==> src/design/erx_pkg.sv <==
// Types and constants shared by the receive path RTL and testbench, used by scoped name
`default_nettype none

package erx_pkg;

   // Field widths
   localparam int ADDR_W      = 32;            // Mesh address
   localparam int DATA_W      = 32;            // Payload word
   localparam int DATAMODE_W  = 2;             // Access size code
   localparam int CTRLMODE_W  = 4;             // Control mode
   localparam int PAGE_W      = 12;            // Page number width
   localparam int PAGE_LSB    = 20;            // Page sits in dstaddr[31:20]
   localparam int MMU_IDX_W   = 4;             // Table index width
   localparam int MMU_IDX_LSB = 28;            // Index taken from dstaddr[31:28]
   localparam int BEAT_W      = 64;            // Parallel link beat
   localparam int FRAME_W     = 8;             // Frame bits per beat

   // Header beat layout, byte 7 carries the control fields
   localparam int HDR_WRITE_BIT    = 56;       // Byte 7 bit 0
   localparam int HDR_DATAMODE_LSB = 57;       // Byte 7 bits 2:1
   localparam int HDR_CTRLMODE_LSB = 59;       // Byte 7 bits 6:3
   localparam int HDR_DSTADDR_LSB  = 0;        // Bytes 3..0

   // Body beat layout
   localparam int BODY_DATA_LSB    = 32;       // Upper word
   localparam int BODY_SRCADDR_LSB = 0;        // Lower word

   // Page table
   localparam int MMU_ENTRIES = 16;            // One entry per index value

   // Queues
   localparam int QUEUE_DEPTH      = 16;       // Packets per queue
   localparam int QUEUE_PTR_W      = $clog2(QUEUE_DEPTH);
   localparam int QUEUE_CNT_W      = QUEUE_PTR_W + 1; // Holds 0..DEPTH
   localparam int QUEUE_PROG_LEVEL = 8;        // Almost-full threshold

   // Vector types with a meaning of their own
   typedef logic [ADDR_W-1:0]      erx_addr_t;
   typedef logic [DATA_W-1:0]      erx_data_t;
   typedef logic [DATAMODE_W-1:0]  erx_datamode_t;
   typedef logic [CTRLMODE_W-1:0]  erx_ctrlmode_t;
   typedef logic [PAGE_W-1:0]      erx_page_t;
   typedef logic [MMU_IDX_W-1:0]   erx_mmu_idx_t;
   typedef logic [BEAT_W-1:0]      erx_beat_t;
   typedef logic [FRAME_W-1:0]     erx_frame_t;
   typedef logic [QUEUE_PTR_W-1:0] erx_qptr_t;
   typedef logic [QUEUE_CNT_W-1:0] erx_qcnt_t;

   // Read responses land in this page after translation
   localparam erx_page_t RESP_PAGE = 12'h810;

   // Mesh packet, 103 bits, write is the MSB
   typedef struct packed {
      logic          write;                    // 1 = write, 0 = read request
      erx_datamode_t datamode;                 // Access size
      erx_ctrlmode_t ctrlmode;                 // Control mode
      erx_addr_t     dstaddr;                  // Destination
      erx_addr_t     srcaddr;                  // Return address for reads
      erx_data_t     data;                     // Write payload
   } erx_packet_t;

endpackage

`default_nettype wire

==> src/design/erx_mmu.sv <==
// Destination address translator with a programmable page table and register read-back
`default_nettype none

module erx_mmu
(
   input  wire                   rx_lclk_div4,  // Divided link clock
   input  wire                   rst_n,         // Sync reset, active low
   input  wire                   mmu_en,        // Translate when high
   input  wire                   mi_en,         // Table access
   input  wire                   mi_we,         // Write when set with mi_en
   input  erx_pkg::erx_mmu_idx_t mi_addr,       // Table entry
   input  erx_pkg::erx_page_t    mi_din,        // New page value
   input  erx_pkg::erx_packet_t  pkt,           // From decoder
   input  wire                   pkt_valid,
   output erx_pkg::erx_page_t    mi_dout,       // Read-back, one cycle later
   output erx_pkg::erx_packet_t  xpkt,          // Translated packet
   output logic                  xpkt_valid
);

   erx_pkg::erx_page_t    page_table [erx_pkg::MMU_ENTRIES];  // Page per index
   erx_pkg::erx_mmu_idx_t lookup_idx;           // Top nibble of dstaddr
   erx_pkg::erx_page_t    lookup_page;          // Entry for this packet
   erx_pkg::erx_packet_t  xlat_pkt;             // Packet after translation

   assign lookup_idx  = pkt.dstaddr[erx_pkg::MMU_IDX_LSB +: erx_pkg::MMU_IDX_W];
   assign lookup_page = page_table[lookup_idx];

   // Replace upper 12 address bits, keep the low 20
   always_comb
   begin
      xlat_pkt = pkt;
      if (mmu_en)
      begin
         xlat_pkt.dstaddr[erx_pkg::PAGE_LSB +: erx_pkg::PAGE_W] = lookup_page;
      end
   end

   // Table writes, cleared so a fresh table maps everything to page 0
   always_ff @(posedge rx_lclk_div4)
   begin
      if (!rst_n)
      begin
         for (int i = 0; i < erx_pkg::MMU_ENTRIES; i++)
         begin
            page_table[i] <= '0;
         end
      end
      else if (mi_en && mi_we)
      begin
         page_table[mi_addr] <= mi_din;
      end
   end

   // Register read port
   always_ff @(posedge rx_lclk_div4)
   begin
      if (!rst_n)
      begin
         mi_dout <= '0;
      end
      else if (mi_en && !mi_we)
      begin
         mi_dout <= page_table[mi_addr];          // Held until next read
      end
   end

   // Pipeline stage towards the distributor
   always_ff @(posedge rx_lclk_div4)
   begin
      xpkt <= xlat_pkt;                           // Payload, qualified by valid
   end

   always_ff @(posedge rx_lclk_div4)
   begin
      if (!rst_n)
      begin
         xpkt_valid <= 1'b0;
      end
      else
      begin
         xpkt_valid <= pkt_valid;
      end
   end

endmodule

`default_nettype wire

==> config.mk <==
export PLATFORM = sky130hd
export DESIGN_NAME = erx_mmu
export DESIGN_NICKNAME = d
export VERILOG_FILES = /design/src/design/erx_pkg.sv /design/src/design/erx_mmu.sv
export SDC_FILE = /design/constraint.sdc
export NUM_CORES = 1
export LEC_CHECK = 0
export ABC_AREA = 1
export BUFFER_PORTS_ARGS = -buffer_cell sky130_fd_sc_hd__buf_4
export CAP_MARGIN = 5
export CORE_UTILIZATION = 40
export CTS_CLUSTER_SIZE = 10
export DETAILED_ROUTE_END_ITERATION = 7
export PLACE_DENSITY = 0.7
export SYNTH_ARGS = -nofsm -noshare
export SYNTH_HDL_FRONTEND = slang
export SYNTH_SLANG_ARGS = --single-unit
==> constraint.sdc <==
create_clock -name rx_lclk_div4 -period 3.04 [get_ports rx_lclk_div4]
set_input_delay 0.304 -clock rx_lclk_div4 [delete_from_list [all_inputs] [get_ports rx_lclk_div4]]
set_output_delay 0.304 -clock rx_lclk_div4 [all_outputs]
set_load 0.1 [all_outputs]
==> results_dict.tcl <==
set metrics [dict create \
    outcome "finished, final reports clean" \
    die_h_um 184.1 \
    clk_pin_slew_ps 50 \
    stdcell_area_mm2 0.01750 \
    wl_per_cell_um 20.46 \
    core_mm2 0.03262 \
    yosys_warnings 0 \
    min_delay_path_depth 3 \
    num_vias 12534 \
    crit_type "primary input to register" \
    r2r-end "xpkt[95]" \
    worstMarginPinSlew_ps 950.1 \
    hold_ws_ps 6.481 \
    clkSinkCount 308 \
    fp-row-count 66 \
    synthCells 1562 \
    layout_commonest_cell "nand2_1" \
    netlist_area_mm2 0.01326 \
    hp-start "pkt[86]" \
    max_slew_margin_pct 36.59 \
    cp-end-kind "register" \
    first_pass_iters 8 \
    grt_first_pass_wirelength_um 71680 \
    cts_tree "done" \
    start_kind "primary input" \
    initial_core_util_pct 40.66 \
    antenna_found_initial 2 \
    grt_pass1_vias 12305 \
    ant_nets 0 \
    yosys.cell_types.count 20 \
    cp_data_required_time_ps 3200 \
    tns_ps 0 \
    setup_viol 0 \
    crit_slowest_cell "nand2_1" \
    cts_buffer_depth 3 \
    worst_path_most_repeated_cell "nand2_1" \
    die_w_um 184.1 \
    grt_start_max_net_pins 101 \
    crit_path_max_fanout 30 \
    areaGrowthSynthToFinish_pct 31.98 \
    power_density_mw_per_mm2 616.2 \
    drc 0 \
    final_max_slew_viol_count 0 \
    r2r_cells 6 \
    die-area_mm2 0.03389 \
    io_pins 241 \
    via_per_inst 5.368 \
    final_core_util_pct 53.66 \
    ys_ff_latch 308 \
    dpl_cell_area_mm2 0.01542 \
    worstHoldPathType "primary input to register" \
    skew_ps 22.65 \
    rsz0062_at_grt "false" \
    cp.arrival_ps 2360 \
    routabilityCongestion 0.9618 \
    numCtsBuffers 38 \
    cts-root-buf "clkbuf_16" \
    hold_path_end "xpkt[86]" \
    clock_latency_ps 540 \
    rrSetupSlack_ps 1700 \
    final_cell_mix "nand2_1 (603), buf_4 (271), nor2_1 (245)" \
    dp_hpwl_um 31050 \
    max-vdd-ir-drop_v 0.0005212 \
    dp.cells 2170 \
    fillCellCount 2881 \
    nets 1990 \
    regToRegStartpoint "page_table[0][11]" \
    crit_path_max_incr_delay_ps 520 \
    drv_cap 0 \
    ys_seq_area_share_pct 60.98 \
    cts-htree-levels 2 \
    grt_usage_pct 28.46 \
    synthesis.nets 1687 \
    hold_viol_final 0 \
    avgSynthCellArea_um2 8.491 \
    drt-total-wl_um 47780 \
    timing.fmax_mhz 453.9 \
    drive_above_1_share_pct 17.07 \
    final_cells 2335 \
    first_iter_violations 1645 \
    port_buffers 240 \
    min_period_over_period_pct 72.47 \
    gr-total-overflow 0 \
    p_leak_nw 7.814 \
    cp_cell_sequence "buf_4, nand3_1, nor3_2, nand2_1, nand2_1" \
    period_needed_ps 2203 \
]
-- cells in the mapped netlist --
cell        n  share of area [%]
dfxtp_1   116                 18
nor3_4      1               0.12
edfxtp_1  192                 43
a21oi_1    17               0.64
inv_2       4               0.11
o21ai_0    56                2.1
a21o_1      1              0.057
nand4_1    11               0.52
buf_2      43                1.6
nand3_1   147                5.5
inv_1      41                1.2
nor3_2      2               0.15
buf_4       4               0.23
nand3b_1    1              0.057
clkbuf_1   57                1.6
clkinv_1    1              0.028
o211ai_1   17               0.96
nand2_1   603                 17
buf_1       3              0.085
nor2_1    245                6.9
-- worst max-delay path by stage --
stage	cells after the start	end	from
after floorplan	6	page_table[10][0]	mi_addr[0]
after global placement	5	page_table[12][6]	rst_n
after detailed placement	5	page_table[12][0]	rst_n
after CTS	5	page_table[12][11]	rst_n
after global routing	5	page_table[12][11]	rst_n
final	5	page_table[12][0]	rst_n
-- flip-flops by register name, indices dropped and copies added (netlist names) --
signal	flops
mi_dout	12
xpkt_valid	1
xpkt	103
page_table	192
-- layout make-up --
cell class	count	area, um^2	share of cell area [%]
Clock inverter	7	56.30	0.3217
Clock buffer	60	1055	6.026
Multi-Input combinational cell	1101	4532	25.89
Sequential cell	308	8088	46.20
Inverter	46	172.7	0.9864
Tap cell	442	553.0	3.159
Timing Repair Buffer	370	3045	17.40
Antenna cell	1	2.502	0.01430
-- where the power goes --
| group | switching (mW) | internal, mW |
|---|---|---|
| Combinational | 1.39 | 0.493 |
| Clock | 1.72 | 2.38 |
| Sequential | 0.130 | 4.68 |
| Total | 3.23 | 7.55 |
-- critical path, delay by kind of cell --
kind / cells / cell delay (ps)
AND/OR/NAND/NOR: 4 / 1710
buffers and inverters: 1 / 320
-- per-stage QoR --
stage               total power, mW  worst slack (ps)
CTS                           10.78             885.8
global placement              6.618             471.0
detailed placement            6.631             379.1
finish                        10.79             836.8
floorplan                     6.047              1256
global route                  11.11             766.9
-- cells by family (layout without fill, tap and decap cells) --
logic type	count (synthesis)	after routing	synth area share [%]
buffers and inverters	153	483	4.849
DFF	308	308	60.98
other	0	1	0
AOI/OAI and AO/OA	91	91	3.774
and+or+nand+nor	1010	1010	30.40
-- per-layer routing --
metal / part of all wire [%] / track usage [%]
met1: 36 / 34.40
met2: 48 / 47.68
met4: 4.6 / 14.13
met5: 0.16 / 1.481
met3: 11 / 6.343
-- repair_timing --
item / CTS / global route
hold endpoints to repair: 97 / 0
hold buffers: 97 / 0
gates resized for setup: 0 / 0
setup buffers: 0 / 0
(Power assumes the default switching activity.)
