## src/design/erx_pkg.sv

```systemverilog
// Types and constants shared by the receive path RTL and testbench, used by scoped name
`default_nettype none

package erx_pkg;

   // Field widths
   localparam int ADDR_W      = 32;            // Mesh address
   localparam int DATA_W      = 32;            // Payload word
   localparam int DATAMODE_W  = 2;             // Access size code
   localparam int CTRLMODE_W  = 4;             // Control mode
   localparam int PAGE_W      = 12;            // Page number width
   localparam int PAGE_LSB    = 20;            // Page sits in dstaddr[31:20]
   localparam int MMU_IDX_W   = 4;             // Table index width
   localparam int MMU_IDX_LSB = 28;            // Index taken from dstaddr[31:28]
   localparam int BEAT_W      = 64;            // Parallel link beat
   localparam int FRAME_W     = 8;             // Frame bits per beat

   // Header beat layout, byte 7 carries the control fields
   localparam int HDR_WRITE_BIT    = 56;       // Byte 7 bit 0
   localparam int HDR_DATAMODE_LSB = 57;       // Byte 7 bits 2:1
   localparam int HDR_CTRLMODE_LSB = 59;       // Byte 7 bits 6:3
   localparam int HDR_DSTADDR_LSB  = 0;        // Bytes 3..0

   // Body beat layout
   localparam int BODY_DATA_LSB    = 32;       // Upper word
   localparam int BODY_SRCADDR_LSB = 0;        // Lower word

   // Page table
   localparam int MMU_ENTRIES = 16;            // One entry per index value

   // Queues
   localparam int QUEUE_DEPTH      = 16;       // Packets per queue
   localparam int QUEUE_PTR_W      = $clog2(QUEUE_DEPTH);
   localparam int QUEUE_CNT_W      = QUEUE_PTR_W + 1; // Holds 0..DEPTH
   localparam int QUEUE_PROG_LEVEL = 8;        // Almost-full threshold

   // Vector types with a meaning of their own
   typedef logic [ADDR_W-1:0]      erx_addr_t;
   typedef logic [DATA_W-1:0]      erx_data_t;
   typedef logic [DATAMODE_W-1:0]  erx_datamode_t;
   typedef logic [CTRLMODE_W-1:0]  erx_ctrlmode_t;
   typedef logic [PAGE_W-1:0]      erx_page_t;
   typedef logic [MMU_IDX_W-1:0]   erx_mmu_idx_t;
   typedef logic [BEAT_W-1:0]      erx_beat_t;
   typedef logic [FRAME_W-1:0]     erx_frame_t;
   typedef logic [QUEUE_PTR_W-1:0] erx_qptr_t;
   typedef logic [QUEUE_CNT_W-1:0] erx_qcnt_t;

   // Read responses land in this page after translation
   localparam erx_page_t RESP_PAGE = 12'h810;

   // Mesh packet, 103 bits, write is the MSB
   typedef struct packed {
      logic          write;                    // 1 = write, 0 = read request
      erx_datamode_t datamode;                 // Access size
      erx_ctrlmode_t ctrlmode;                 // Control mode
      erx_addr_t     dstaddr;                  // Destination
      erx_addr_t     srcaddr;                  // Return address for reads
      erx_data_t     data;                     // Write payload
   } erx_packet_t;

endpackage

`default_nettype wire

```

## src/design/erx_queue.sv

```systemverilog
// Synchronous show-ahead packet queue with valid/ready on both ends and an almost-full flag
`default_nettype none

module erx_queue
(
   input  wire                  rx_lclk_div4,  // Divided link clock
   input  wire                  rst_n,         // Sync reset, active low
   input  erx_pkg::erx_packet_t in_pkt,        // Packet to store
   input  wire                  in_valid,
   output logic                 in_ready,      // Room for one more
   output logic                 prog_full,     // At or above threshold
   output erx_pkg::erx_packet_t out_pkt,       // Oldest packet
   output logic                 out_valid,
   input  wire                  out_ready      // Consumer takes out_pkt
);

   erx_pkg::erx_packet_t mem [erx_pkg::QUEUE_DEPTH]; // Packet storage
   erx_pkg::erx_qptr_t   wr_ptr;               // Next free slot
   erx_pkg::erx_qptr_t   rd_ptr;               // Oldest entry
   erx_pkg::erx_qcnt_t   count;                // Entries held
   logic                 push;
   logic                 pop;

   assign in_ready  = (count != erx_pkg::erx_qcnt_t'(erx_pkg::QUEUE_DEPTH));
   assign prog_full = (count >= erx_pkg::erx_qcnt_t'(erx_pkg::QUEUE_PROG_LEVEL));
   assign out_valid = (count != '0);
   assign out_pkt   = mem[rd_ptr];             // Show-ahead read
   assign push      = in_valid && in_ready;
   assign pop       = out_valid && out_ready;

   // Storage write
   always_ff @(posedge rx_lclk_div4)
   begin
      if (push)
      begin
         mem[wr_ptr] <= in_pkt;
      end
   end

   // Pointers wrap naturally, depth is a power of two
   always_ff @(posedge rx_lclk_div4)
   begin
      if (!rst_n)
      begin
         wr_ptr <= '0;
         rd_ptr <= '0;
         count  <= '0;
      end
      else
      begin
         if (push)
            wr_ptr <= wr_ptr + 1'b1;
         if (pop)
            rd_ptr <= rd_ptr + 1'b1;
         if (push && !pop)
            count <= count + 1'b1;
         else if (pop && !push)
            count <= count - 1'b1;   // Push with pop leaves count alone
      end
   end

endmodule

`default_nettype wire

```

## config.mk

```make
export PLATFORM = sky130hd
export DESIGN_NAME = erx_queue
export DESIGN_NICKNAME = d
export VERILOG_FILES = /design/src/design/erx_pkg.sv /design/src/design/erx_queue.sv
export SDC_FILE = /design/constraint.sdc
export NUM_CORES = 1
export LEC_CHECK = 0
export BUFFER_PORTS_ARGS = -buffer_cell sky130_fd_sc_hd__buf_2
export CORE_UTILIZATION = 60
export DETAILED_ROUTE_END_ITERATION = 6
export GPL_TIMING_DRIVEN = 0
export PLACE_DENSITY = 0.77
export SYNTH_ARGS = -nofsm -noshare
export SYNTH_HDL_FRONTEND = slang
export SYNTH_SLANG_ARGS = --single-unit
```

## constraint.sdc

```tcl
create_clock -name rx_lclk_div4 -period 13.1 [get_ports rx_lclk_div4]
set_input_delay 2.62 -clock rx_lclk_div4 [delete_from_list [all_inputs] [get_ports rx_lclk_div4]]
set_output_delay 2.62 -clock rx_lclk_div4 [all_outputs]
set_load 0.1 [all_outputs]
```

==> impl.org <==
** Run status
- Status :: finished, final reports clean

** Synth
- Among all flip-flop cells after synthesis, the most frequent one is edfxtp_1.
- Yosys Warn Count :: 0
- Number of synthesized flops with an enable pin :: 1648
- Part of the Yosys area used for sequential elements :: between 70% and 80%
- Top cell type by total area after synthesis :: edfxtp_1
- Yosys instantiated no cell more often than edfxtp_1.
- Register bit total from synthesis :: approximately 1700
- By count the netlist is led by edfxtp_1 (1648), mux4_2 (412), a22oi_1 (206).
- Post-Syn Area :: between 60000 and 70000 µm²
- Synthesized Nets :: 2742
- Post-synthesis average cell area :: about 24 µm²
- After technology mapping, the gate count stands at between 2000 and 3000.
- In this run the biggest area consumer among cell types represents 79.21% of the synthesized area.
- Cell variety after synth :: 35
- Leading cell types by total area after synthesis :: edfxtp_1 (79%), mux4_2 (15%), a22oi_1 (2.5%)
- After synthesis, the share of flip-flops with an asynchronous set or reset is 0%.

** Die
- The die covers between 100000 and 150000 µm².
- The initial utilization of the core area, before any placement, comes to between 60% and 70%.
- Vertical die dimension :: between 300 and 400 µm
- Horiz. Die Dim :: 324.7 µm
- Number of cell rows :: 118
- Boundary Pins :: around 210
- Placeable core area :: roughly 100000 µm²

** Global route
- Total Routing Usage GR :: slightly below 30%
- The first global-routing pass estimated between 200 and 250 mm of wire.
- Global routing used just under 7% of the available met3 tracks.
- Maximum number of pins on one net before global-route repair :: 26
- For met1 alone, demand over resource in global routing was between 30% and 40%.
- The layer flagged by global routing as most heavily used is met2.
- The number of antenna violations at the first check in global routing came to 26.
- The number of global-route vias before repair came to around 32000.
- In the global route stage, met2 resource usage came out at 48.09%.
- Summed over all layers, the global routing overflow is 0.

** STA
- The worst path uses a little over half of the clock period.
- The final number of hold-violating endpoints came to 0.
- Worst Tran Pin Value :: roughly 1.3 ns
- Normalized max-slew margin :: 14.82%
- Pins over their slew limit :: 0
- Post-route minimum period :: approximately 7 ns
- Total of endpoints with negative setup slack in the final report :: 0
- Final Skew :: 0.02450 ns
- Setup repair after global routing left no endpoint under its margin.
- Timing would allow up to approximately 140 MHz.
- Post-route setup slack :: about 6 ns

** Layout
- Net count reported at finish :: between 3000 and 4000
- Layout fillers :: 5944
- P&R area growth vs syn :: 15.26%
- With fillers left out, the area of the finished cells amounts to a little over 70000 µm².
- Proportion of layout cells with a drive suffix above 1 :: 31.47%

** Detailed routing
- After detailed routing, the number of remaining DRC violations is 0.
- Routed via count :: roughly 31000
- The first routing iteration left approximately 4000 violations.
- Dividing the detail-routed via count by the number of cells gives around 6.7.
- After detailed routing, the average wire length per cell comes to ~33 µm.
- 1st-pass router iterations :: 7
- Total detailed-routing wirelength :: approximately 150 mm
- Remaining antenna violation count after routing :: 0

** CTS
- The later pin in the worst-skew pair is clocked with a latency of between 0.7 and 0.8 ns.
- Post-CTS repair changed the size of 0 cells.
- Clock transition at path regs :: 0.06 ns
- TritonCTS built the clock tree.
- The clock passes through at most 3 buffers.
- After clock tree synthesis, the setup repair step added 0 buffers.
- # H-tree levels :: 4
- Clock buffers created by TritonCTS :: around 160
- Hold repair after CTS inserted 0 buffers.
- In this run the clock root is driven by a clkbuf_16.
- Counting every sink on the clock net gives 1665.

** Power
- Summed over all cells, the static leakage comes to 22.80 nW.
- Highest ir drop seen on vdd :: roughly 220 µV
- PwrDens :: between 200 and 250 nW/µm²

** Placed design
- Placer's final routability congestion estimate :: 0.7425
- The placed instances occupy a cell area of 67210 µm².
- At the placement stage, the worst setup path has a slack of roughly 7 ns.
- HPWL Detailed :: 92.64 mm
- Number of buffers inserted by port buffering :: around 210

** Critical path
- Required time at the endpoint of the critical path :: approximately 10 ns
- Origin of the critical flop-to-flop path :: count[0]
- In this run the worst path has a maximum fanout of 10.
- Data arrival time at the worst-slack endpoint :: 4.45 ns
- Sort of element at the end of the critical path :: output pin
- The setup path with the least slack is of type flip-flop to output pin.
- STA classifies the critical path startpoint as a flip-flop.

** Job
- Max Cap Viol :: 0

** Hold path
- The startpoint identified for the worst hold timing path is wr_ptr[0].
- Hold Crit Class :: flip-flop to flip-flop
[metrics by stage]
stage	setup TNS [ns]	util [%]	std cells	power (mW)	hold slack, ns
6_report	0	69.68	4612	14.65	0.5613
3_5_place_dp	0	65.04	4326	10.48	0.5521
5_1_grt	0	69.67	4607	15.06	0.5773
4_1_cts	0	69.65	4602	14.72	0.5614
2_1_floorplan	0	-	2624	9.496	0.5022
3_3_place_gp	-2362.13	63.15	4216	10.41	0.5279
[cell families after synthesis]
kind of cell | synth area share, %
AO/OA/AOI/OAI | 2.650
XOR/XNOR | 0.09813
adder cells (fa/ha/maj) | 0.2323
buffers and inverters | 1.278
flip-flops | 79.75
multiplexers | 14.92
AND/OR/NAND/NOR | 1.071
[power by group]
part           leakage [nW]  internal (mW)  switching [mW]
Sequential             15.0           6.03          0.0498
Clock                  2.35           2.40            1.88
Combinational          5.43           1.38            2.91
Total                  22.8           9.81            4.84
[worst max-delay path, cell delays in order, from the launching register on]
cell,delay [ns]
dfxtp_1,0.43
nor2b_1,0.59
clkbuf_1,0.95
buf_1,0.72
a22oi_1,0.24
nand2_1,0.26
buf_2,0.48
[flip-flops by register name, summed over array words and instances (netlist names), named ones only]
| signal | flops |
|---|---|
| count | 5 |
| wr_ptr | 4 |
| mem | 1648 |
| rd_ptr | 4 |
[layout by cell type (no fill, tap or decap), types with 3 or more instances in the layout]
cell,n
a21oi_1,3
a22oi_1,206
and2_1,9
buf_1,26
buf_12,45
buf_16,13
buf_2,223
buf_4,22
buf_6,70
bufinv_16,5
clkbuf_1,100
clkbuf_16,165
clkinv_1,32
clkinv_2,29
dfxtp_1,17
diode_2,10
edfxtp_1,1648
ha_1,10
inv_1,6
inv_6,4
mux2i_1,4
mux4_2,412
nand2_1,115
nand2b_1,4
nand3_1,4
nor2_4,12
nor2b_1,4
nor3_2,4
o21ai_0,3
xnor2_1,6
[layer usage]
metal / up-vias / share of wire [%]
met5: - / 0.083
met4: 22 / 3.7
met3: 361 / 11
met2: 2004 / 51
met1: 16103 / 35
li1: 12262 / -
[layout make-up]
class	instances	area (µm²)	area share (%)
Inverter	6	22.52	0.03127
Timing Repair Buffer	322	2902	4.029
Clock buffer	203	4282	5.946
Multi-Input combinational cell	812	11960	16.61
Buffer	141	775.7	1.077
Sequential cell	1665	49830	69.19
Clock inverter	73	490.5	0.6811
Tap cell	1380	1727	2.398
Antenna cell	10	25.02	0.03475
[path summary, 6_finish.rpt]
path	end	slack, ns	cells past startpoint
setup / recovery	out_pkt[40]	6.03	6
hold / removal	wr_ptr[3]	0.56	2
setup reg to reg	mem[0][55]	9.81	8
hold reg to reg	wr_ptr[3]	0.56	2
No activity file was read; power rests on OpenSTA's default activity.
