--- src/design/erx_pkg.sv ---
// Types and constants shared by the receive path RTL and testbench, used by scoped name
`default_nettype none

package erx_pkg;

   // Field widths
   localparam int ADDR_W      = 32;            // Mesh address
   localparam int DATA_W      = 32;            // Payload word
   localparam int DATAMODE_W  = 2;             // Access size code
   localparam int CTRLMODE_W  = 4;             // Control mode
   localparam int PAGE_W      = 12;            // Page number width
   localparam int PAGE_LSB    = 20;            // Page sits in dstaddr[31:20]
   localparam int MMU_IDX_W   = 4;             // Table index width
   localparam int MMU_IDX_LSB = 28;            // Index taken from dstaddr[31:28]
   localparam int BEAT_W      = 64;            // Parallel link beat
   localparam int FRAME_W     = 8;             // Frame bits per beat

   // Header beat layout, byte 7 carries the control fields
   localparam int HDR_WRITE_BIT    = 56;       // Byte 7 bit 0
   localparam int HDR_DATAMODE_LSB = 57;       // Byte 7 bits 2:1
   localparam int HDR_CTRLMODE_LSB = 59;       // Byte 7 bits 6:3
   localparam int HDR_DSTADDR_LSB  = 0;        // Bytes 3..0

   // Body beat layout
   localparam int BODY_DATA_LSB    = 32;       // Upper word
   localparam int BODY_SRCADDR_LSB = 0;        // Lower word

   // Page table
   localparam int MMU_ENTRIES = 16;            // One entry per index value

   // Queues
   localparam int QUEUE_DEPTH      = 16;       // Packets per queue
   localparam int QUEUE_PTR_W      = $clog2(QUEUE_DEPTH);
   localparam int QUEUE_CNT_W      = QUEUE_PTR_W + 1; // Holds 0..DEPTH
   localparam int QUEUE_PROG_LEVEL = 8;        // Almost-full threshold

   // Vector types with a meaning of their own
   typedef logic [ADDR_W-1:0]      erx_addr_t;
   typedef logic [DATA_W-1:0]      erx_data_t;
   typedef logic [DATAMODE_W-1:0]  erx_datamode_t;
   typedef logic [CTRLMODE_W-1:0]  erx_ctrlmode_t;
   typedef logic [PAGE_W-1:0]      erx_page_t;
   typedef logic [MMU_IDX_W-1:0]   erx_mmu_idx_t;
   typedef logic [BEAT_W-1:0]      erx_beat_t;
   typedef logic [FRAME_W-1:0]     erx_frame_t;
   typedef logic [QUEUE_PTR_W-1:0] erx_qptr_t;
   typedef logic [QUEUE_CNT_W-1:0] erx_qcnt_t;

   // Read responses land in this page after translation
   localparam erx_page_t RESP_PAGE = 12'h810;

   // Mesh packet, 103 bits, write is the MSB
   typedef struct packed {
      logic          write;                    // 1 = write, 0 = read request
      erx_datamode_t datamode;                 // Access size
      erx_ctrlmode_t ctrlmode;                 // Control mode
      erx_addr_t     dstaddr;                  // Destination
      erx_addr_t     srcaddr;                  // Return address for reads
      erx_data_t     data;                     // Write payload
   } erx_packet_t;

endpackage

`default_nettype wire

--- src/design/erx_protocol.sv ---
// Frame decoder, pairs link header and body beats into mesh packets with a valid strobe
`default_nettype none

module erx_protocol
(
   input  wire                 rx_lclk_div4,   // Divided link clock
   input  wire                 rst_n,          // Sync reset, active low
   input  wire                 rx_enable,      // Receiver enable
   input  erx_pkg::erx_frame_t rx_frame_par,   // Frame bits, one per byte
   input  erx_pkg::erx_beat_t  rx_data_par,    // Parallel beat
   output erx_pkg::erx_packet_t pkt,           // Assembled packet
   output logic                pkt_valid       // One cycle per packet
);

   // Beat parity inside a run of frame beats
   typedef enum logic
   {
      ST_HDR,                                  // Next beat is a header
      ST_BODY                                  // Next beat is a body
   } state_t;

   state_t state;
   logic   in_frame;                           // Beat belongs to a frame
   logic   take_hdr;                           // Capture header fields
   logic   take_body;                          // Complete packet

   // Header fields held between the two beats
   logic                   hdr_write;
   erx_pkg::erx_datamode_t hdr_datamode;
   erx_pkg::erx_ctrlmode_t hdr_ctrlmode;
   erx_pkg::erx_addr_t     hdr_dstaddr;

   // Frame bits are all ones inside a frame, all zeros between
   assign in_frame  = rx_enable && (rx_frame_par == '1);
   assign take_hdr  = in_frame && (state == ST_HDR);
   assign take_body = in_frame && (state == ST_BODY);

   // Parity tracking
   always_ff @(posedge rx_lclk_div4)
   begin
      if (!rst_n)
      begin
         state <= ST_HDR;                      // Expect a header first
      end
      else if (!in_frame)
      begin
         state <= ST_HDR;                      // Idle or disabled resyncs
      end
      else if (state == ST_HDR)
      begin
         state <= ST_BODY;
      end
      else
      begin
         state <= ST_HDR;                      // Back-to-back frames continue here
      end
   end

   // Header capture, byte 7 control bits and low word address
   always_ff @(posedge rx_lclk_div4)
   begin
      if (take_hdr)
      begin
         hdr_write    <= rx_data_par[erx_pkg::HDR_WRITE_BIT];
         hdr_datamode <= rx_data_par[erx_pkg::HDR_DATAMODE_LSB +: erx_pkg::DATAMODE_W];
         hdr_ctrlmode <= rx_data_par[erx_pkg::HDR_CTRLMODE_LSB +: erx_pkg::CTRLMODE_W];
         hdr_dstaddr  <= rx_data_par[erx_pkg::HDR_DSTADDR_LSB +: erx_pkg::ADDR_W];
      end
   end

   // Packet register, loaded with the body beat
   always_ff @(posedge rx_lclk_div4)
   begin
      if (take_body)
      begin
         pkt.write    <= hdr_write;
         pkt.datamode <= hdr_datamode;
         pkt.ctrlmode <= hdr_ctrlmode;
         pkt.dstaddr  <= hdr_dstaddr;
         pkt.data     <= rx_data_par[erx_pkg::BODY_DATA_LSB +: erx_pkg::DATA_W];
         pkt.srcaddr  <= rx_data_par[erx_pkg::BODY_SRCADDR_LSB +: erx_pkg::ADDR_W];
      end
   end

   // Strobe for the cycle after the body beat
   always_ff @(posedge rx_lclk_div4)
   begin
      if (!rst_n)
      begin
         pkt_valid <= 1'b0;
      end
      else
      begin
         pkt_valid <= take_body;
      end
   end

endmodule

`default_nettype wire

--- config.mk ---
export PLATFORM = sky130hd
export DESIGN_NAME = erx_protocol
export DESIGN_NICKNAME = d
export VERILOG_FILES = /design/src/design/erx_pkg.sv /design/src/design/erx_protocol.sv
export SDC_FILE = /design/constraint.sdc
export NUM_CORES = 1
export LEC_CHECK = 0
export BUFFER_PORTS_ARGS = -buffer_cell sky130_fd_sc_hd__buf_2
export CORE_ASPECT_RATIO = 0.7
export CORE_MARGIN = 2
export CORE_UTILIZATION = 42
export CTS_CLUSTER_DIAMETER = 200
export DETAILED_ROUTE_END_ITERATION = 12
export GPL_TIMING_DRIVEN = 0
export PLACE_DENSITY = 0.81
export RECOVER_POWER = 100
export SYNTH_ARGS = -nofsm -noshare
export SYNTH_HDL_FRONTEND = slang
export SYNTH_SLANG_ARGS = --single-unit
--- constraint.sdc ---
create_clock -name rx_lclk_div4 -period 8.9 [get_ports rx_lclk_div4]
set_input_delay 0.89 -clock rx_lclk_div4 [delete_from_list [all_inputs] [get_ports rx_lclk_div4]]
set_output_delay 0.89 -clock rx_lclk_div4 [all_outputs]
set_load 0.05 [all_outputs]
==> run metrics, run 1 <==
clock-pin slew of the registers on the worst-case setup and hold paths=0.06 ns; IO buf count=178; CP Class=input port to flop; Setup Buffers After CTS=0; status=complete, no violations; Core Rows=31; Max-Cap Viols=0; Antenna Cells=0; Avg Cell Area, Syn=28.5 um2; flops & latches, synth=144; synth warn=0; Switch Pwr=266 uW; TritonCTS Buffers=17; fin nets=436; routed length per placed instance=15.7 um; most frequent cells in the layout=edfxtp_1 (142), clkbuf_1 (140), buf_2 (50); Internal=1190 uW; Leak=0.00195 uW; Final period util=50.7%; Worst Hold Class=flop to flop; Reg power frac=50.9%; Power Density=248 mW/mm2; Worst setup SP type=input port; GPL Wtd Cong=0.682; post-synthesis cell type count=9; GRT Overall Usage=14.1%; Die Wd=126 um; max-slew violation count=0; RSZ-0062 raised after global routing=no; clock latency on the worst-skew pair=0.40 ns; synthesized cell area=0.00436 mm2; setup ws final=4.39 ns; Gate power share=1.2%; total number of vias=2259; post-route ant nets=0; first-pass GRT wire length=11500 um; maximum clock path buffer count=2; Seq/Total Area, Yosys=98.7%; setup TNS=0 ns; Sw Share=18.3%; CTS H-tree depth=4; number of DRC markers in iteration 0=117; Detailed Routing Iterations Pass 1=4; largest net degree at the start of global routing=17; HPWL after DPL=5690 um; Clock Root Buffer=clkbuf_16; Die H=89.3 um; most common cell after layout, fill and taps aside=edfxtp_1; Core ar.=0.0102 mm2; slew margin rel.=25.2%; share of cells above drive strength 1=21.1%; Starting Density=42.6%; Post-Synthesis Cells=153; Synthesized Nets=228; f_max=0.222 GHz; clock tree sinks=144; vias in the first global route=2187; power share of the clock group=47.9%; Post-Place Setup Slack=5.95 ns; Critical Path RT=8.93 ns; drt drc=0; critical path peak fanout=14; Vias per Instance=4.46; die area=0.0112 mm2; cell area after layout=0.00589 mm2; Core Util, Final=57.5%; initial antenna violation count=0; setup violators final=0; flop-to-flop setup slack=4.73 ns; WP data arrival=4.54 ns; Fillers=844; area post-placement=0.00556 mm2; Max IR drop VDD=0.000150 V; Layout area overhead=35.0%; Least-Margin Pin Slew=1.11 ns; io pins=179; CTS tree=yes; Final min period=4.51 ns; cts hold-fix bufs=0; Worst Clk Skew=0.00720 ns; Fin. Hold Viols=0; type of element capturing the critical path=flop; cts repair resizes=0; WL final=7940 um; global-route congestion overflow total=0
[final timing paths]
path                         from      end  cells past startpoint
setup / recovery  rx_frame_par[6]  pkt[47]                      7
hold / removal     hdr_dstaddr[4]  pkt[68]                      0
setup reg to reg            state  pkt[47]                      6
hold reg to reg    hdr_dstaddr[4]  pkt[68]                      0
[through the flow]
step / cells / power, uW / hold WS (ns)
5_1_grt: 506 / 1500 / 0.419
2_1_floorplan: 153 / 757 / 0.400
3_5_place_dp: 474 / 777 / 0.405
4_1_cts: 506 / 1480 / 0.415
6_report: 506 / 1460 / 0.415
3_3_place_gp: 463 / 775 / 0.401
[critical path: stages]
cell and delay [ns]:
buf_2 0.08, nand4_1 0.16, nor3_1 0.92, clkbuf_1 0.67, clkbuf_1 0.60, clkbuf_1 0.61
clkbuf_1 0.59
[cell usage after synthesis (all sizes together)]
cell type	instances	area (um2)
edfxtp	142	4260
nand4b	1	8.76
nor3	2	10.0
nand4	2	18.8
inv	1	3.75
nor4	2	12.5
dfxtp	2	40.0
nand2	1	3.75
[registers in the layout, indices dropped and copies added (netlist names)]
signal        cells
pkt             103
hdr_dstaddr      32
state             1
hdr_ctrlmode      4
hdr_datamode      2
pkt_valid         1
hdr_write         1
[final cells by class]
cell class                      count  area [um2]  share of cell area [%]
Sequential cell                   144        4300                    73.1
Timing Repair Buffer              189         772                    13.1
Clock buffer                       18         429                    7.29
Clock inverter                     14         166                    2.83
Tap cell                          132         165                    2.80
Multi-Input combinational cell      8        47.5                   0.807
Inverter                            1        3.75                  0.0637
[logic make-up after synthesis]
family                 synth area share (%)
AND/OR/NAND/NOR                        1.23
flip-flops                             98.7
buffers and inverters                0.0860
[power by group through the flow]
| stage | Clock (uW) | Combinational, uW | Sequential [uW] |
|---|---|---|---|
| after floorplan | 0 | 0.820 | 756 |
| after global placement | 0 | 18.3 | 756 |
| after detailed placement | 0 | 20.3 | 756 |
| after CTS | 714 | 20.3 | 742 |
| after global routing | 742 | 20.5 | 742 |
| final | 698 | 18.2 | 742 |
[per-layer routing]
| metal | global-route usage, % | wire, um |
|---|---|---|
| met5 | 0 | 0 |
| met3 | 7.54 | 893 |
| met4 | 7.79 | 108 |
| met2 | 21.6 | 3730 |
| met1 | 16.4 | 3210 |
(Power assumes the default switching activity.)
==> run 2, diff against run 1 <==
==> constraint.sdc (replaced) <==
create_clock -name rx_lclk_div4 -period 3.64 [get_ports rx_lclk_div4]
set_input_delay 0.364 -clock rx_lclk_div4 [delete_from_list [all_inputs] [get_ports rx_lclk_div4]]
set_output_delay 0.364 -clock rx_lclk_div4 [all_outputs]
set_load 0.05 [all_outputs]
==> run metrics, run 2 (synthesis results as in run 1) <==
status=complete, no violations; f_max=0.398 GHz; CP Class=flop to flop; global-route congestion overflow total=0 (unchanged); Power Density=608 mW/mm2 (+150%); routed length per placed instance=16.0 um (+2.2%); critical path peak fanout=24 (+10); Largest register FFs=103 (unchanged); GRT Overall Usage=14.2% (+0.073 points); R2R depth=4 (-2); Leak=0.00200 uW (+2.7%); clock latency on the worst-skew pair=0.41 ns (about the same); Max-Cap Viols=0 (unchanged); type of element capturing the critical path=flop; setup violators final=0 (unchanged); Max IR drop VDD=0.000339 V (+130%); Core ar.=0.0102 mm2 (unchanged); HPWL after DPL=5690 um (about the same); CTS H-tree depth=4 (unchanged); r2r startpoint=state; Die Wd=126 um (unchanged); cts hold-fix bufs=0 (unchanged); WL final=8040 um (+1.2%); clock-pin slew of the registers on the worst-case setup and hold paths=0.06 ns (about the same); area post-placement=0.00561 mm2 (+0.95%); hold slack=0.129 ns (-0.285 ns); clock tree sinks=144 (unchanged); multi-input logic area=65.1 um2 (+37%); IO buf count=178 (unchanged); Worst Hold Class=input port to flop; Final min period=2.51 ns; number of DRC markers in iteration 0=118 (+0.85%); RR Endpoint=pkt[32]; drt drc=0 (unchanged); first-pass GRT wire length=11400 um (-0.84%); maximum clock path buffer count=2 (unchanged); setup ws final=1.13 ns (-3.26 ns); total number of vias=2239 (-0.89%); cell area after layout=0.00598 mm2 (+1.6%); Vias per Instance=4.47 (+0.10%); Fillers=816 (-3.3%); die area=0.0112 mm2 (unchanged); Detailed Routing Iterations Pass 1=4 (unchanged); RSZ-0062 raised after global routing=no; TritonCTS Buffers=17 (unchanged); biggest regs=pkt (103), hdr_dstaddr (32), hdr_ctrlmode (4); Most flops, register=pkt; fin nets=432 (-0.92%); post-route ant nets=0 (unchanged); most frequent cells in the layout=edfxtp_1 (142), clkbuf_1 (132), buf_2 (51); share of cells above drive strength 1=23.3% (+2.2 points); vias in the first global route=2141 (-2.1%); most common cell after layout, fill and taps aside=edfxtp_1; cts repair resizes=0 (unchanged); Die H=89.3 um (unchanged); sequential standard cell area=0.00430 mm2 (unchanged); Layout area overhead=37.2%; Final period util=69.0%; Setup Buffers After CTS=0 (unchanged); largest net degree at the start of global routing=25 (+8); flop-to-flop setup slack=1.13 ns (-3.60 ns); Starting Density=42.6% (unchanged); Least-Margin Pin Slew=1.23 ns (+0.117 ns); io pins=179 (unchanged); Post-Place Setup Slack=1.40 ns (-4.55 ns); Core Rows=31 (unchanged); initial antenna violation count=0 (unchanged); Worst setup SP type=flop; Worst Clk Skew=0.00641 ns (-0.000785 ns); GPL Wtd Cong=0.676 (-0.81%); crit path launch=state; Antenna Cells=0 (unchanged); Core Util, Final=58.4% (+0.94 points); CTS tree=yes; CP Capture Point=pkt[32]; Critical Path RT=3.75 ns (-5.18 ns); hold_sp=rx_data_par[53]; max-slew violation count=0 (unchanged); WP data arrival=2.62 ns (-1.92 ns); Clock Root Buffer=clkbuf_16; slew margin rel.=18.0% (-7.3 points); Fin. Hold Viols=0 (unchanged)
## run 2: cell count changes in the layout (fill, tap and decap cells not counted)
cell	before	now
buf_2	50	51
clkbuf_1	140	132
clkinvlp_4	2	3
clkinv_1	2	0
bufinv_16	3	4
buf_16	0	3
nand4_2	0	1
clkinv_4	4	3
nand4_1	2	1
nor3_4	0	1
nor3_1	2	1
## run 2: critical path: stages (launching register included)
cell,delay [ns]
dfxtp_1,0.33
nand4_1,0.17
nor3_4,0.48
clkbuf_1,0.96
buf_16,0.26
## run 2: cell type report
class                   count  share of cell area [%]
repair buffers            185                    13.9
inverters                   1                  0.0627
clock buffers              18                    7.17
flip-flops and latches    144                    71.9
clock inverters            13                    3.14
multi-input cells           8                    1.09
well taps                 132                    2.76
## run 2: layer usage
layer	up-vias	GRT usage (%)	wire length [um]
li1	1041	-	-
met1	1057	17.4	3390
met2	130	20.8	3680
met3	11	8.38	894
met4	0	6.29	76
met5	-	0	0
## run 2: how the worst min path moves through the flow
stage | end | cells after the start
2_1_floorplan | pkt[100] | 0
3_3_place_gp | pkt[78] | 0
3_5_place_dp | pkt[70] | 0
4_1_cts | pkt[6] | 1
5_1_grt | pkt[15] | 1
6_report | pkt[21] | 1
## run 2: where the power goes
group	switching, uW	internal [uW]	leakage, uW	total (uW)
sequential	0.218	1810	0.00129	1810
combinational	21.1	25.2	0.000416	46.3
clock	633	1140	0.000292	1780
total	654	2980	0.00200	3640
## run 2: stage by stage
step / cells / power, uW / TNS, ns
2_1_floorplan: 153 / 1850 / 0
4_1_cts: 501 / 3680 / 0
5_1_grt: 501 / 3750 / 0
3_5_place_dp: 470 / 1900 / 0
6_report: 501 / 3640 / 0
3_3_place_gp: 463 / 1890 / -84.33
==> run 3, diff against run 2 <==
--- a/config.mk
+++ b/config.mk
@@ -8,11 +8,11 @@
 export BUFFER_PORTS_ARGS = -buffer_cell sky130_fd_sc_hd__buf_2
 export CORE_ASPECT_RATIO = 0.7
 export CORE_MARGIN = 2
-export CORE_UTILIZATION = 42
+export CORE_UTILIZATION = 47
 export CTS_CLUSTER_DIAMETER = 200
 export DETAILED_ROUTE_END_ITERATION = 12
 export GPL_TIMING_DRIVEN = 0
-export PLACE_DENSITY = 0.81
+export PLACE_DENSITY = 0.85
 export RECOVER_POWER = 100
 export SYNTH_ARGS = -nofsm -noshare
 export SYNTH_HDL_FRONTEND = slang
==> constraint.sdc (replaced) <==
create_clock -name rx_lclk_div4 -period 2.55 [get_ports rx_lclk_div4]
set_input_delay 0.255 -clock rx_lclk_div4 [delete_from_list [all_inputs] [get_ports rx_lclk_div4]]
set_output_delay 0.255 -clock rx_lclk_div4 [all_outputs]
set_load 0.05 [all_outputs]
==> run metrics, run 3 (synthesis results as in run 1) <==
Layout area overhead=38.5%; CP Class=flop to flop; Max-Cap Viols=0 (unchanged); clock latency on the worst-skew pair=0.40 ns (about the same); die area=0.0101 mm2 (-10%); GRT Overall Usage=16.0% (+1.8 points); setup violators final=0 (unchanged); Largest register FFs=103 (unchanged); RSZ-0062 raised after global routing=no; first-pass GRT wire length=11700 um (+2.2%); Die Wd=119 um (-5.3%); fin nets=432 (unchanged); Core Rows=29 (-6.5%); Final period util=82.8% (+14 points); RR Endpoint=pkt[50]; Die H=84.6 um (-5.2%); slew margin rel.=33.0% (+15 points); CTS H-tree depth=4 (unchanged); cts repair resizes=0 (unchanged); Starting Density=48.3% (+5.7 points); type of element capturing the critical path=flop; maximum clock path buffer count=2 (unchanged); most common cell after layout, fill and taps aside=edfxtp_1; Detailed Routing Iterations Pass 1=4 (unchanged); cts hold-fix bufs=0 (unchanged); CP Capture Point=pkt[50]; clock tree sinks=144 (unchanged); clock-pin slew of the registers on the worst-case setup and hold paths=0.06 ns (about the same); Inst Count DP=462 (-1.7%); Leak=0.00204 uW (+2.1%); flop-to-flop setup slack=0.44 ns (-0.69 ns); total number of vias=2243 (+0.18%); Setup Buffers After CTS=0 (unchanged); R2R depth=4 (unchanged); Core ar.=0.00903 mm2 (-12%); crit path launch=state; Vias per Instance=4.54 (+1.6%); status=complete, no violations; total power=5250 uW (+44%); io pins=179 (unchanged); Final min period=2.11 ns (-0.400 ns); share of cells above drive strength 1=25.1% (+1.8 points); drt drc=0 (unchanged); Worst Hold Class=input port to flop; Most flops, register=pkt; routed length per placed instance=16.4 um (+2.1%); biggest regs=pkt (103), hdr_dstaddr (32), hdr_ctrlmode (4); Critical Path RT=2.65 ns (-1.10 ns); TritonCTS Buffers=17 (unchanged); number of DRC markers in iteration 0=128 (+8.5%); Antenna Cells=0 (unchanged); setup ws final=0.438 ns (-0.690 ns); Post-Place Setup Slack=0.545 ns (-0.852 ns); initial antenna violation count=0 (unchanged); critical path peak fanout=22 (-8.3%); Fin. Hold Viols=0 (unchanged); Worst Clk Skew=0.00721 ns (+0.000794 ns); WL final=8090 um (+0.67%); largest net degree at the start of global routing=24 (-4.0%); GPL Wtd Cong=0.662 (-2.1%); vias in the first global route=2221 (+3.7%); hold slack=0.0216 ns (-0.107 ns); f_max=0.473 GHz (+19%); Clock Root Buffer=clkbuf_16; r2r startpoint=state; Least-Margin Pin Slew=0.999 ns (-0.231 ns); CTS tree=yes; max-slew violation count=0 (unchanged); global-route congestion overflow total=0 (unchanged); HPWL after DPL=5700 um (+0.11%); Worst setup SP type=flop; post-route ant nets=0 (unchanged); Max IR drop VDD=0.000567 V (+67%); Power Density=869 mW/mm2 (+43%); most frequent cells in the layout=edfxtp_1 (142), clkbuf_1 (127), buf_2 (51); IO buf count=178 (unchanged); Finished Layout Cells=494 (-1.4%); WP data arrival=2.22 ns (-0.40 ns)
## run 3: changes by cell type in the layout (fill, tap and decap cells not counted), sizes merged
cell      delta
clkinv       +3
inv          +2
buf          +3
clkbuf       -4
clkinvlp     -3
## run 3: area by class of cell
| class | instances | area (um2) |
|---|---|---|
| Clock buffer | 17 | 425 |
| Clock inverter | 15 | 210 |
| Fill cell | 661 | 2990 |
| Inverter | 1 | 3.75 |
| Multi-Input combinational cell | 8 | 78.8 |
| Sequential cell | 144 | 4300 |
| Tap cell | 124 | 155 |
| Timing Repair Buffer | 185 | 865 |
## run 3: critical path, cell delays in order (launching register included)
cell and delay [ns]:
dfxtp_1 0.34, nand4_1 0.20, nor3_4 0.45, clkbuf_2 0.56, buf_8 0.25
## run 3: worst min path at each step
stage | start | endpoint | slack [ns] | cells after the start
6_report | rx_data_par[41] | pkt[9] | 0.02 | 1
5_1_grt | rx_data_par[43] | pkt[11] | 0.003 | 1
4_1_cts | rx_data_par[53] | pkt[21] | 0.005 | 1
3_5_place_dp | hdr_dstaddr[3] | pkt[67] | 0.40 | 0
3_3_place_gp | hdr_dstaddr[27] | pkt[91] | 0.40 | 0
2_1_floorplan | rx_data_par[59] | hdr_ctrlmode[0] | 0.35 | 0
## run 3: metal layers
metal	wire (um)	share of wire (%)	vias up	track usage (%)
met2	4070	50	132	26.1
met5	0	0	-	0
met3	841	10	10	7.81
met4	85	1.1	0	6.49
met1	3100	38	1060	18.3
li1	-	-	1041	-
## run 3: power breakdown
part           switching (uW)  leakage [uW]  internal [uW]
clock                     939      0.000315           1650
sequential              0.320       0.00129           2590
combinational            32.3      0.000435           36.6
## run 3: through the flow
stage               utilization, %  TNS [ns]  area [um2]
finish                        66.9         0        6040
CTS                           68.8         0        6220
detailed placement            61.8         0        5580
global route                  66.9         0        6040
global placement              60.1   -202.59        5430
floorplan                        -    -83.67        4390
